**src/rtl/mips_pkg.sv**
```systemverilog
package mips_pkg;

    typedef logic [31:0] word_t;
    typedef logic [4:0]  reg_idx_t;
    typedef logic [5:0]  opcode_t;
    typedef logic [4:0]  alu_op_t;

    typedef enum logic [2:0] {IF, ID, EX, MEM, STP} state_t;
    typedef enum logic [1:0] {OTHER, STORE, LOAD, LINK} instr_class_t;

    localparam word_t reset_vector = 32'hBFC0_0000;

    localparam alu_op_t ALU_ADDU   = 5'd0;
    localparam alu_op_t ALU_SUBU   = 5'd1;
    localparam alu_op_t ALU_AND    = 5'd2;
    localparam alu_op_t ALU_OR     = 5'd3;
    localparam alu_op_t ALU_XOR    = 5'd4;
    localparam alu_op_t ALU_SLT    = 5'd5;
    localparam alu_op_t ALU_SLTU   = 5'd6;
    localparam alu_op_t ALU_SLL    = 5'd7;
    localparam alu_op_t ALU_SRL    = 5'd8;
    localparam alu_op_t ALU_MULTU  = 5'd9;
    localparam alu_op_t ALU_PASS_A = 5'd10;
    localparam alu_op_t ALU_LUI    = 5'd11;
    localparam alu_op_t ALU_EQ     = 5'd12;
    localparam alu_op_t ALU_NE     = 5'd13;
    localparam alu_op_t ALU_GEZ    = 5'd14;
    localparam alu_op_t ALU_LTZ    = 5'd15;

    localparam opcode_t OP_SPECIAL = 6'h00;
    localparam opcode_t OP_REGIMM  = 6'h01;
    localparam opcode_t OP_J       = 6'h02;
    localparam opcode_t OP_JAL     = 6'h03;
    localparam opcode_t OP_BEQ     = 6'h04;
    localparam opcode_t OP_BNE     = 6'h05;
    localparam opcode_t OP_ADDIU   = 6'h09;
    localparam opcode_t OP_SLTI    = 6'h0A;
    localparam opcode_t OP_ANDI    = 6'h0C;
    localparam opcode_t OP_ORI     = 6'h0D;
    localparam opcode_t OP_LUI     = 6'h0F;
    localparam opcode_t OP_LW      = 6'h23;
    localparam opcode_t OP_SW      = 6'h2B;

    localparam opcode_t FN_SLL   = 6'h00;
    localparam opcode_t FN_SRL   = 6'h02;
    localparam opcode_t FN_JR    = 6'h08;
    localparam opcode_t FN_MFHI  = 6'h10;
    localparam opcode_t FN_MTHI  = 6'h11;
    localparam opcode_t FN_MFLO  = 6'h12;
    localparam opcode_t FN_MTLO  = 6'h13;
    localparam opcode_t FN_MULTU = 6'h19;
    localparam opcode_t FN_ADDU  = 6'h21;
    localparam opcode_t FN_SUBU  = 6'h23;
    localparam opcode_t FN_AND   = 6'h24;
    localparam opcode_t FN_OR    = 6'h25;
    localparam opcode_t FN_XOR   = 6'h26;
    localparam opcode_t FN_SLT   = 6'h2A;
    localparam opcode_t FN_SLTU  = 6'h2B;

    // Datapath select encodings
    localparam logic [1:0] PC_SRC_INC    = 2'd0;
    localparam logic [1:0] PC_SRC_BRANCH = 2'd1;
    localparam logic [1:0] PC_SRC_JUMP   = 2'd2;
    localparam logic [1:0] PC_SRC_REG    = 2'd3;

    localparam logic [1:0] SRC_A_PC  = 2'd0;
    localparam logic [1:0] SRC_A_REG = 2'd1;
    localparam logic [1:0] SRC_A_B   = 2'd2;

    localparam logic [1:0] SRC_B_REG    = 2'd0;
    localparam logic [1:0] SRC_B_IMM    = 2'd1;
    localparam logic [1:0] SRC_B_BRANCH = 2'd2;

    localparam logic [1:0] DST_RT = 2'd0;
    localparam logic [1:0] DST_RD = 2'd1;
    localparam logic [1:0] DST_RA = 2'd2;

    localparam logic [2:0] WB_ALU  = 3'd0;
    localparam logic [2:0] WB_MEM  = 3'd1;
    localparam logic [2:0] WB_HI   = 3'd2;
    localparam logic [2:0] WB_LO   = 3'd3;
    localparam logic [2:0] WB_LINK = 3'd4;

endpackage

```
**src/rtl/mips_cpu_control.sv**
```systemverilog
`timescale 1ns/1ps

module mips_cpu_control (
    input  logic               clk,
    input  logic               reset,
    input  mips_pkg::opcode_t  op,
    input  mips_pkg::opcode_t  func,
    input  mips_pkg::reg_idx_t rt,
    input  logic               waitrequest,
    input  logic               pc_zero,
    output logic               active,
    output logic               mem_read,
    output logic               mem_write,
    output logic               iord,
    output logic               ir_write,
    output logic               reg_write,
    output logic [1:0]         reg_dst,
    output logic [2:0]         reg_data_sel,
    output logic [1:0]         alu_src_a,
    output logic [1:0]         alu_src_b,
    output mips_pkg::alu_op_t  alu_op,
    output logic [1:0]         pc_src,
    output logic               pc_write,
    output logic               pc_write_cond,
    output logic               hi_en,
    output logic               lo_en,
    output logic               hi_lo_sel,
    output logic               sign_extend
);
    import mips_pkg::*;

    state_t       state;
    instr_class_t cls;

    always_comb begin
        cls = OTHER;
        if (op == OP_LW) begin
            cls = LOAD;
        end else if (op == OP_SW) begin
            cls = STORE;
        end else if (op == OP_JAL) begin
            cls = LINK;
        end else if (op == OP_SPECIAL && (func == FN_MFHI || func == FN_MFLO)) begin
            cls = LINK; // Written back from HI/LO in MEM
        end
    end

    always_ff @(posedge clk) begin
        if (reset) begin
            state <= IF;
        end else begin
            case (state)
                IF: begin
                    if (pc_zero) begin
                        state <= STP;
                    end else if (!waitrequest) begin
                        state <= ID;
                    end
                end
                ID: state <= EX;
                EX: begin
                    if ((cls == LOAD || cls == STORE) && waitrequest) begin
                        state <= EX; // Bus transfer still pending
                    end else if (cls == LOAD || cls == LINK) begin
                        state <= MEM;
                    end else begin
                        state <= IF;
                    end
                end
                MEM: state <= IF;
                default: state <= STP;
            endcase
        end
    end

    assign active = (state != STP);

    always_comb begin
        mem_read      = 1'b0;
        mem_write     = 1'b0;
        iord          = 1'b0;
        ir_write      = 1'b0;
        reg_write     = 1'b0;
        reg_dst       = DST_RT;
        reg_data_sel  = WB_ALU;
        alu_src_a     = SRC_A_REG;
        alu_src_b     = SRC_B_REG;
        alu_op        = ALU_ADDU;
        pc_src        = PC_SRC_INC;
        pc_write      = 1'b0;
        pc_write_cond = 1'b0;
        hi_en         = 1'b0;
        lo_en         = 1'b0;
        hi_lo_sel     = 1'b0;
        sign_extend   = 1'b1;
        case (state)
            IF: begin
                if (!pc_zero) begin
                    mem_read = 1'b1;
                    ir_write = !waitrequest;
                    pc_write = !waitrequest;
                end
            end
            ID: begin
                alu_src_a = SRC_A_PC; // Branch target into ALU result register
                alu_src_b = SRC_B_BRANCH;
            end
            EX: begin
                case (op)
                    OP_SPECIAL: begin
                        reg_dst   = DST_RD;
                        reg_write = 1'b1;
                        case (func)
                            FN_ADDU: alu_op = ALU_ADDU;
                            FN_SUBU: alu_op = ALU_SUBU;
                            FN_AND:  alu_op = ALU_AND;
                            FN_OR:   alu_op = ALU_OR;
                            FN_XOR:  alu_op = ALU_XOR;
                            FN_SLT:  alu_op = ALU_SLT;
                            FN_SLTU: alu_op = ALU_SLTU;
                            FN_SLL, FN_SRL: begin
                                alu_op    = (func == FN_SLL) ? ALU_SLL : ALU_SRL;
                                alu_src_a = SRC_A_B;
                                alu_src_b = SRC_B_IMM; // Carries shamt
                            end
                            FN_MULTU: begin
                                alu_op    = ALU_MULTU;
                                reg_write = 1'b0;
                                hi_en     = 1'b1;
                                lo_en     = 1'b1;
                            end
                            FN_MTHI, FN_MTLO: begin
                                alu_op    = ALU_PASS_A;
                                reg_write = 1'b0;
                                hi_en     = (func == FN_MTHI);
                                lo_en     = (func == FN_MTLO);
                                hi_lo_sel = 1'b1;
                            end
                            FN_JR: begin
                                alu_op        = ALU_PASS_A;
                                reg_write     = 1'b0;
                                pc_src        = PC_SRC_REG;
                                pc_write      = 1'b1;
                                pc_write_cond = 1'b1;
                            end
                            default: reg_write = 1'b0;
                        endcase
                    end
                    OP_BEQ, OP_BNE, OP_REGIMM: begin
                        if (op == OP_BEQ) begin
                            alu_op = ALU_EQ;
                        end else if (op == OP_BNE) begin
                            alu_op = ALU_NE;
                        end else begin
                            alu_op = rt[0] ? ALU_GEZ : ALU_LTZ;
                        end
                        pc_src        = PC_SRC_BRANCH;
                        pc_write      = 1'b1;
                        pc_write_cond = 1'b1;
                    end
                    OP_J, OP_JAL: begin
                        alu_op        = ALU_PASS_A;
                        alu_src_a     = SRC_A_PC; // Link address kept for MEM
                        pc_src        = PC_SRC_JUMP;
                        pc_write      = 1'b1;
                        pc_write_cond = 1'b1;
                    end
                    OP_ADDIU, OP_SLTI, OP_ANDI, OP_ORI, OP_LUI: begin
                        alu_src_b = SRC_B_IMM;
                        reg_write = 1'b1;
                        case (op)
                            OP_SLTI: alu_op = ALU_SLT;
                            OP_ANDI: alu_op = ALU_AND;
                            OP_ORI:  alu_op = ALU_OR;
                            OP_LUI:  alu_op = ALU_LUI;
                            default: alu_op = ALU_ADDU;
                        endcase
                        sign_extend = !(op == OP_ANDI || op == OP_ORI);
                    end
                    OP_LW, OP_SW: begin
                        alu_src_b = SRC_B_IMM;
                        iord      = 1'b1;
                        mem_read  = (op == OP_LW);
                        mem_write = (op == OP_SW);
                    end
                    default: ;
                endcase
            end
            MEM: begin
                reg_write = 1'b1;
                if (cls == LOAD) begin
                    reg_data_sel = WB_MEM;
                end else if (op == OP_JAL) begin
                    reg_dst      = DST_RA;
                    reg_data_sel = WB_LINK;
                end else begin
                    reg_dst      = DST_RD;
                    reg_data_sel = (func == FN_MFHI) ? WB_HI : WB_LO;
                end
            end
            default: ;
        endcase
    end

endmodule

```
**config.mk**
```make
export PLATFORM = sky130hd
export DESIGN_NAME = mips_cpu_control
export DESIGN_NICKNAME = d
export VERILOG_FILES = /design/src/rtl/mips_pkg.sv /design/src/rtl/mips_cpu_control.sv
export SDC_FILE = /design/constraint.sdc
export NUM_CORES = 1
export LEC_CHECK = 0
export BUFFER_PORTS_ARGS = -buffer_cell sky130_fd_sc_hd__buf_2
export CAP_MARGIN = 10
export CORE_MARGIN = 4
export CORE_UTILIZATION = 45
export CTS_CLUSTER_DIAMETER = 150
export DETAILED_ROUTE_END_ITERATION = 12
export GPL_TIMING_DRIVEN = 0
export PLACE_DENSITY = 0.79
export RECOVER_POWER = 25
export REMOVE_ABC_BUFFERS = 1
export SLEW_MARGIN = 0
export SYNTH_ARGS = -nofsm -noshare
export SYNTH_HDL_FRONTEND = slang
export SYNTH_SLANG_ARGS = --single-unit
```
**constraint.sdc**
```tcl
create_clock -name clk -period 5.95 [get_ports clk]
set_clock_uncertainty 0.05 [all_clocks]
set_input_delay 1.19 -clock clk [delete_from_list [all_inputs] [get_ports clk]]
set_output_delay 1.19 -clock clk [all_outputs]
set_load 0.02 [all_outputs]
```
==> summary.md, run 1 <==
| Metric | Value |
|---|---|
| Crit Path Class | `primary input to output pin` |
| Die Wd | `54.4 um` |
| Nets | `209` |
| I/O Pins | `49` |
| Total GRT Usage | `20.5%` |
| Worst Path Arrival | `3210 ps` |
| Hold Path Class | `flop to flop` |
| Post-Syn Area per Cell | `6.21 um2` |
| DR pass1 iterations | `4` |
| Initial Util | `48.4%` |
| Leading registers by flop count | `state (3)` |
| Final ANT Viol Nets | `0` |
| Die area | `2960 um2` |
| Yosys warning count | `0` |
| Layout area overhead | `19.4%` |
| Cts hold-fix bufs | `0` |
| Post-Syn Instances | `156` |
| First-pass GRT wire length | `4.64 mm` |
| Power density over the cells | `96.8 nW/um2` |
| Status | `finished clean` |
| Final setup violating endpoints | `0` |
| CTS tree | `built` |
| Post-synth EDFFs | `0` |
| DR vias | `1,260` |
| Largest net degree at the start of global routing | `20` |
| # rows | `16` |
| Largest Register | `state` |
| Critical Path Start Type | `primary input` |
| Maxcap violations | `0` |
| Die H | `54.4 um` |
| Final Hold Viols | `0` |
| H-tree depth | `1` |
| Fraction of layout instances using a drive strength above 1 | `27.3%` |
| Max Freq | `225 MHz` |
| Critical Path Fanout Max | `15` |
| Most common cell after layout, fill and taps aside | `buf_2` |
| RSZ-0062 raised after global routing | `false` |
| Post-route setup slack | `1500 ps` |
| Post-detail-place hpwl | `2.25 mm` |
| Avg Vias per Cell | `5.89` |
| Yosys cell types | `49` |
| Clk_lat worst skew | `240 ps` |
| Tmin final | `4450 ps` |
| Number of remaining DRC errors | `0` |
| Max reg flops | `3` |
| Antenna Cells | `0` |
| Period utilization | `74.7%` |
| Synth Register Bits | `3` |
| Seq/Total Area, Yosys | `6.20%` |
| PostCTS Resize Cnt | `0` |
| Pre-CTS setup slack | `1760 ps` |
| # fillers | `207` |
| Final wirelength | `2.92 mm` |
| Synthesized area | `968 um2` |
| Drt first-iter violations | `49` |
| Post-CTS setup buffer count | `0` |
| Final GP Congestion | `0.873` |
| Worst IR drop on VDD | `0.149 mV` |
| Routed len/inst | `13.7 um` |
| Setup_tns | `0 ps` |
| Pleak | `0.471 nW` |
| CP Capture Type | `output pin` |
| Clock Path Buffers | `2` |
| CTS root buffer | `clkbuf_4` |
| Core Box Area | `2000 um2` |
| Async S/R FF share, synth | `0%` |
| Vias in the first global route | `1,101` |
| Clk slew on worst S/H paths | `30 ps` |
| Antenna violations before repair | `0` |
| Slew HR | `34.5%` |
| CP required | `4710 ps` |
| Clock sinks | `3` |
| Slew at the pin closest to its max-slew limit | `973 ps` |
| Fin. max-slew vios | `0` |
| Leading register cell type out of synthesis | `dfxtp_1` |
| Grt total ovfl | `0` |
| CTS Buf Count | `3` |
| Commonest cells after routing, fill and taps aside | `buf_2, nor2_1, nor3_1, nand2_1, a21oi_1` |
| Port Buffers | `43` |
[final timing paths]
path                            cells past startpoint  slack [ps]      from  endpoint
worst max-delay path                                6        1500     op[1]  mem_read
worst max register to register                      4        4590  state[2]  state[0]
worst min-delay path                                1         570  state[2]  state[0]
worst min register to register                      1         570  state[2]  state[0]
[metal layers]
metal / global-route usage [%] / vias to the layer above / wire [um]
met4: 4.98 / 0 / 11
li1: - / 632 / -
met2: 32.9 / 58 / 1360
met5: 0 / - / 0
met1: 27.3 / 568 / 1270
met3: 5.18 / 2 / 278
[final cells by class]
| type | instances | area (um2) | share of cell area [%] |
|---|---|---|---|
| timing repair buffer | 43 | 208 | 18.0 |
| multi-input combinational | 132 | 810 | 70.0 |
| inverter | 5 | 18.8 | 1.62 |
| sequential | 3 | 60.1 | 5.19 |
| tap | 27 | 33.8 | 2.92 |
| clock buffer | 4 | 26.3 | 2.27 |
[Yosys cell counts, types with 3 or more instances]
cell type | count | area [um2]
inv_1 | 5 | 18.8
and2_1 | 3 | 18.8
nand3_1 | 3 | 15.0
or3_1 | 3 | 18.8
nor2b_1 | 3 | 18.8
nor2_1 | 20 | 75.1
a31oi_1 | 3 | 18.8
nand2b_1 | 7 | 43.8
xnor2_1 | 4 | 35.0
or3b_2 | 3 | 26.3
nand2_1 | 11 | 41.3
buf_2 | 3 | 15.0
nor4_1 | 4 | 25.0
a21oi_1 | 10 | 50.1
nor3_1 | 11 | 55.1
o21ai_0 | 7 | 35.0
nand4b_1 | 4 | 35.0
or2_2 | 4 | 25.0
dfxtp_1 | 3 | 60.1
o31ai_1 | 3 | 22.5
clkbuf_1 | 10 | 37.5
[where the power goes]
group	switching [mW]	leakage, nW	internal (mW)
Clock	0.0128	0.0150	0.0253
Sequential	0.00180	0.0246	0.0210
Combinational	0.0326	0.431	0.0185
Total	0.0472	0.471	0.0648
[worst max-delay path, cell delays in order]
cell and delay [ps]:
clkbuf_1 430, nand2_1 260, nor4_1 800, a31oi_1 170, nor3_1 160, buf_2 190
[stage by stage]
stage                     hold WS [ps]  cell area (um2)  util (%)  std cells  total power [mW]
after floorplan                    498              893         -        140            0.0509
after global placement             558             1140      57.1        210            0.0722
after detailed placement           560             1140      57.1        210            0.0742
after CTS                          566             1170      58.4        214             0.113
after global routing               633             1160      57.8        214             0.121
final                              573             1160      57.8        214             0.112
[kinds of logic after synthesis]
kind of cell | after synthesis | synth area share [%]
xor+xnor | 4 | 3.62
buf+inv | 21 | 9.69
simple gates | 88 | 52.5
other cells | 1 | 0.387
flops | 3 | 6.20
compound gates | 39 | 27.6
Power figures use the tool's default switching activity.
==> run 2: changes to the inputs <==
--- a/config.mk
+++ b/config.mk
@@ -5,10 +5,11 @@
 export SDC_FILE = /design/constraint.sdc
 export NUM_CORES = 1
 export LEC_CHECK = 0
+export ABC_AREA = 1
 export BUFFER_PORTS_ARGS = -buffer_cell sky130_fd_sc_hd__buf_2
 export CAP_MARGIN = 10
 export CORE_MARGIN = 4
-export CORE_UTILIZATION = 45
+export CORE_UTILIZATION = 44
 export CTS_CLUSTER_DIAMETER = 150
 export DETAILED_ROUTE_END_ITERATION = 12
 export GPL_TIMING_DRIVEN = 0
==> constraint.sdc (replaced) <==
create_clock -name clk -period 4.15 [get_ports clk]
set_clock_uncertainty 0.05 [all_clocks]
set_input_delay 0.83 -clock clk [delete_from_list [all_inputs] [get_ports clk]]
set_output_delay 0.83 -clock clk [all_outputs]
set_load 0.02 [all_outputs]
==> summary.md, run 2 <==
| Metric | Value |
|---|---|
| CP Capture Type | `output pin` |
| RSZ-0062 raised after global routing | `false` |
| Slew HR | `61.2%` |
| First-pass GRT wire length | `4.13 mm` |
| Pre-CTS setup slack | `1300 ps` |
| Hold Path Class | `flop to flop` |
| Die area | `2810 um2` |
| Placed cells | `243` |
| Routed len/inst | `10.0 um` |
| Final instance area | `1130 um2` |
| H-tree depth | `1` |
| Hold path start | `state[2]` |
| Core Box Area | `1940 um2` |
| Post-route setup slack | `1040 ps` |
| Vias in the first global route | `1,070` |
| Fraction of layout instances using a drive strength above 1 | `30.9%` |
| Power Total | `145 uW` |
| Post-detail-place hpwl | `2.12 mm` |
| Die Wd | `53.0 um` |
| Post-synth EDFFs | `0` |
| Synth Register Bits | `3` |
| Clock sinks | `3` |
| Synthesized area | `891 um2` |
| Port Buffers | `43` |
| CTS tree | `built` |
| Final Hold Viols | `0` |
| Fin. max-slew vios | `0` |
| Max reg flops | `3` |
| Power density over the cells | `128 nW/um2` |
| Worst IR drop on VDD | `0.158 mV` |
| Critical Path Start Type | `primary input` |
| Beginning of the critical path | `op[4]` |
| # rows | `16` |
| Max Freq | `321 MHz` |
| CTS root buffer | `clkbuf_4` |
| Post-Syn Area per Cell | `5.09 um2` |
| Post-route non-filler standard cell count | `247` |
| Clk_lat worst skew | `230 ps` |
| Initial Util | `45.9%` |
| Die H | `53.0 um` |
| Leading registers by flop count | `state (3)` |
| Tmin final | `3110 ps` |
| Layout area overhead | `27.1%` |
| Number of remaining DRC errors | `0` |
| Largest net degree at the start of global routing | `10` |
| Area leader, netlist | `nand2_1` |
| CTS Buf Count | `3` |
| Final wirelength | `2.48 mm` |
| PostCTS Resize Cnt | `0` |
| R2r startpoint | `state[2]` |
| Count leader, synth | `nand2_1` |
| Cts hold-fix bufs | `0` |
| Total GRT Usage | `18.9%` |
| Post-CTS setup buffer count | `0` |
| CP required | `3270 ps` |
| Status | `finished clean` |
| DR pass1 iterations | `4` |
| Final GP Congestion | `0.939` |
| Final setup violating endpoints | `0` |
| Avg Vias per Cell | `4.95` |
| Antenna violations before repair | `0` |
| Setup_tns | `0 ps` |
| Yosys cell types | `22` |
| Period utilization | `75.0%` |
| Grt total ovfl | `0` |
| Pleak | `0.693 nW` |
| Placed inst area | `1120 um2` |
| Yosys warning count | `0` |
| Maxcap violations | `0` |
| Most common cell after layout, fill and taps aside | `nand2_1` |
| Nets | `242` |
| Clk slew on worst S/H paths | `40 ps` |
| Clock Path Buffers | `2` |
| Leading register cell type out of synthesis | `dfxtp_1` |
| Critical Path Fanout Max | `7` |
| I/O Pins | `49` |
| Antenna Cells | `0` |
| Commonest cells after routing, fill and taps aside | `nand2_1, buf_2, nor2_1` |
| Final ANT Viol Nets | `0` |
| Final hold slack | `503 ps` |
| Commonest cells post-synth | `nand2_1, nor2_1, nand3_1, inv_1, nor2_2` |
| Seq/Total Area, Yosys | `6.74%` |
| Largest cells by area after synthesis | `nand2_1, nand3_1, nor2_1, inv_1, nand3_2` |
| Post-Syn Instances | `175` |
| DR vias | `1,223` |
| Slew at the pin closest to its max-slew limit | `580 ps` |
| Async S/R FF share, synth | `0%` |
| Worst Path Arrival | `2230 ps` |
| Crit Path Class | `primary input to output pin` |
| Synth top area share | `17.7%` |
| Post-layout util | `58.3%` |
| Drt first-iter violations | `24` |
| Largest Register | `state` |
[run 2: path summary, 6_finish.rpt]
path                             endpoint  slack [ps]  cells past startpoint
worst max register to register   state[1]        2860                      6
worst min-delay path             state[2]         500                      2
worst max-delay path            alu_op[3]        1040                      9
worst min register to register   state[2]         500                      2
[run 2: logic make-up after synthesis]
family	after synthesis	synth area share (%)
DFF	3	6.74
and+or+nand+nor	125	69.2
buffers and inverters	29	13.1
other	1	0.421
AOI/OAI and AO/OA	17	10.5
[run 2: routing by layer]
| layer | vias to the layer above | part of all wire [%] | track usage (%) |
|---|---|---|---|
| met5 | - | 0 | 0 |
| met4 | 0 | 0.61 | 2.98 |
| met3 | 2 | 6.9 | 4.23 |
| met2 | 39 | 47 | 32.9 |
| met1 | 528 | 46 | 23.9 |
| li1 | 654 | - | - |
[run 2: worst max-delay path: stages]
cell and delay, ps:
buf_2 110, nor2_1 460, nand3_2 220, nor2_1 210, nand2_1 70, nand2_1 70
o21ai_1 60, inv_1 50, buf_2 150
[run 2: report_power, final]
group          internal (mW)  leakage [nW]  switching, mW
Sequential            0.0303        0.0246        0.00127
Combinational         0.0194         0.653         0.0416
Clock                 0.0361        0.0150         0.0162
Total                 0.0859         0.693         0.0591
[run 2: area by class of cell]
class                           count  area (um2)
Tap cell                           27        33.8
Sequential cell                     3        60.1
Clock buffer                        4        26.3
Fill cell                         226         810
Inverter                           27         101
Timing Repair Buffer               43         211
Multi-Input combinational cell    143         699
==> run 3: changes to the inputs <==
--- a/config.mk
+++ b/config.mk
@@ -5,15 +5,15 @@
 export SDC_FILE = /design/constraint.sdc
 export NUM_CORES = 1
 export LEC_CHECK = 0
-export ABC_AREA = 1
+export ABC_AREA = 0
 export BUFFER_PORTS_ARGS = -buffer_cell sky130_fd_sc_hd__buf_2
 export CAP_MARGIN = 10
 export CORE_MARGIN = 4
-export CORE_UTILIZATION = 44
+export CORE_UTILIZATION = 41
 export CTS_CLUSTER_DIAMETER = 150
 export DETAILED_ROUTE_END_ITERATION = 12
 export GPL_TIMING_DRIVEN = 0
-export PLACE_DENSITY = 0.79
+export PLACE_DENSITY = 0.76
 export RECOVER_POWER = 25
 export REMOVE_ABC_BUFFERS = 1
 export SLEW_MARGIN = 0
==> constraint.sdc (replaced) <==
create_clock -name clk -period 2.6 [get_ports clk]
set_clock_uncertainty 0.05 [all_clocks]
set_input_delay 0.52 -clock clk [delete_from_list [all_inputs] [get_ports clk]]
set_output_delay 0.52 -clock clk [all_outputs]
set_load 0.02 [all_outputs]
==> summary.md, run 3 (synthesis gave the netlist of run 1 again) <==
| Metric | Value |
|---|---|
| CTS Buf Count | `3` |
| CTS root buffer | `clkbuf_4` |
| Clock Path Buffers | `2` |
| Period utilization | `97.0%` |
| First-pass GRT wire length | `5.16 mm` |
| Max stage delay on crit path | `580 ps` |
| Vias in the first global route | `1,189` |
| Antenna Cells | `0` |
| Clock sinks | `3` |
| Clk_lat worst skew | `250 ps` |
| Total GRT Usage | `19.4%` |
| Layout area overhead | `30.9%` |
| Die area | `3200 um2` |
| Largest net degree at the start of global routing | `20` |
| Net switching power | `120 uW` |
| DR vias | `1,304` |
| Placed cells | `211` |
| Most common cell after layout, fill and taps aside | `buf_2` |
| Critical Path Fanout Max | `14` |
| CP Capture Type | `output pin` |
| RSZ-0062 raised after global routing | `false` |
| Fraction of layout instances using a drive strength above 1 | `34.9%` |
| Grt total ovfl | `0` |
| Maxcap violations | `0` |
| Hold Path Class | `primary input to flop` |
| Nets | `211` |
| Antenna violations before repair | `0` |
| Commonest cells after routing, fill and taps aside | `buf_2, nor2_1, nand2_1` |
| Post-detail-place hpwl | `2.31 mm` |
| Leading registers by flop count | `state (3)` |
| Routed len/inst | `14.8 um` |
| Setup_tns | `0 ps` |
| Final Hold Viols | `0` |
| Critical Path Start Type | `primary input` |
| # rows | `17` |
| Power density over the cells | `213 nW/um2` |
| Clock share of power | `32.6%` |
| Port Buffers | `43` |
| CP required | `2030 ps` |
| CP Cell Sequence | `buf_2 > or4_4 > nor2_4 > nand3_2 > nor4_2 > buf_2` |
| Final wirelength | `3.22 mm` |
| # fillers | `220` |
| Max reg flops | `3` |
| Worst Path Arrival | `1950 ps` |
| Power Total | `270 uW` |
| Post-route non-filler standard cell count | `217` |
| Worst IR drop on VDD | `0.184 mV` |
| Crit Path Class | `primary input to output pin` |
| Core Box Area | `2230 um2` |
| Drt first-iter violations | `59` |
| Sequential power share | `19.5%` |
| Post-route setup slack | `78.1 ps` |
| Comb power frac | `47.9%` |
| Clk slew on worst S/H paths | `30 ps` |
| Most used cell, CP | `buf_2` |
| Pre-CTS setup slack | `-256 ps` |
| Final setup violating endpoints | `0` |
| Status | `finished clean` |
| Avg Vias per Cell | `6.01` |
| Fin. max-slew vios | `0` |
| Initial Util | `43.4%` |
| Internal Dissipation | `151 uW` |
| Crit-path slowest cell | `or4_4` |
| DR pass1 iterations | `4` |
| Final GP Congestion | `0.909` |
| Die Wd | `56.6 um` |
| Tmin final | `2520 ps` |
| Max Freq | `397 MHz` |
| I/O Pins | `49` |
| Switching Share | `44.2%` |
| Final ANT Viol Nets | `0` |
| Cts hold-fix bufs | `0` |
| Die H | `56.6 um` |
| H-tree depth | `1` |
| Post-layout util | `56.8%` |
| Final instance area | `1270 um2` |
| CTS tree | `built` |
| Final hold slack | `431 ps` |
| Largest Register | `state` |
| Pleak | `0.507 nW` |
| Placed inst area | `1140 um2` |
| Number of remaining DRC errors | `0` |
==> run 3: final cells by class <==
type / count / area [um2] / share of cell area, %
Multi-Input combinational cell: 132 / 898 / 70.9
Timing Repair Buffer: 45 / 228 / 18.0
Sequential cell: 3 / 61.3 / 4.84
Tap cell: 28 / 35.0 / 2.76
Clock buffer: 4 / 26.3 / 2.07
Inverter: 5 / 18.8 / 1.48
==> run 3: what timing repair did <==
item	4_1_cts	5_1_grt
pin swaps	1	3
setup endpoints to repair	16	13
setup buffers	2	0
gates resized for setup	8	9
==> run 3: path summary, 6_finish.rpt <==
check | from | to | slack (ps) | depth (start not counted)
setup / recovery | op[2] | alu_src_a[1] | 80 | 6
hold / removal | reset | state[0] | 430 | 2
setup reg to reg | state[2] | state[0] | 1180 | 4
hold reg to reg | state[2] | state[0] | 600 | 1
==> run 3: power groups by stage <==
stage / clock network (mW) / registers [mW] / logic [mW]
final: 0.0883 / 0.0528 / 0.129
after detailed placement: 0 / 0.0529 / 0.117
after global placement: 0 / 0.0529 / 0.112
after CTS: 0.0853 / 0.0523 / 0.122
after global routing: 0.0978 / 0.0532 / 0.142
after floorplan: 0 / 0.0520 / 0.0644
==> run 3: routing by layer <==
layer / GRT usage, % / wire length, um / up-vias
li1: - / - / 634
met1: 26.0 / 1370 / 589
met2: 31.5 / 1480 / 68
met3: 2.76 / 261 / 13
met4: 6.10 / 99 / 0
met5: 0 / 0 / -
==> run 3: critical path, delay by kind of cell <==
family / cells / cell delay [ps]
and+or+nand+nor: 4 / 1030
buffers and inverters: 2 / 390
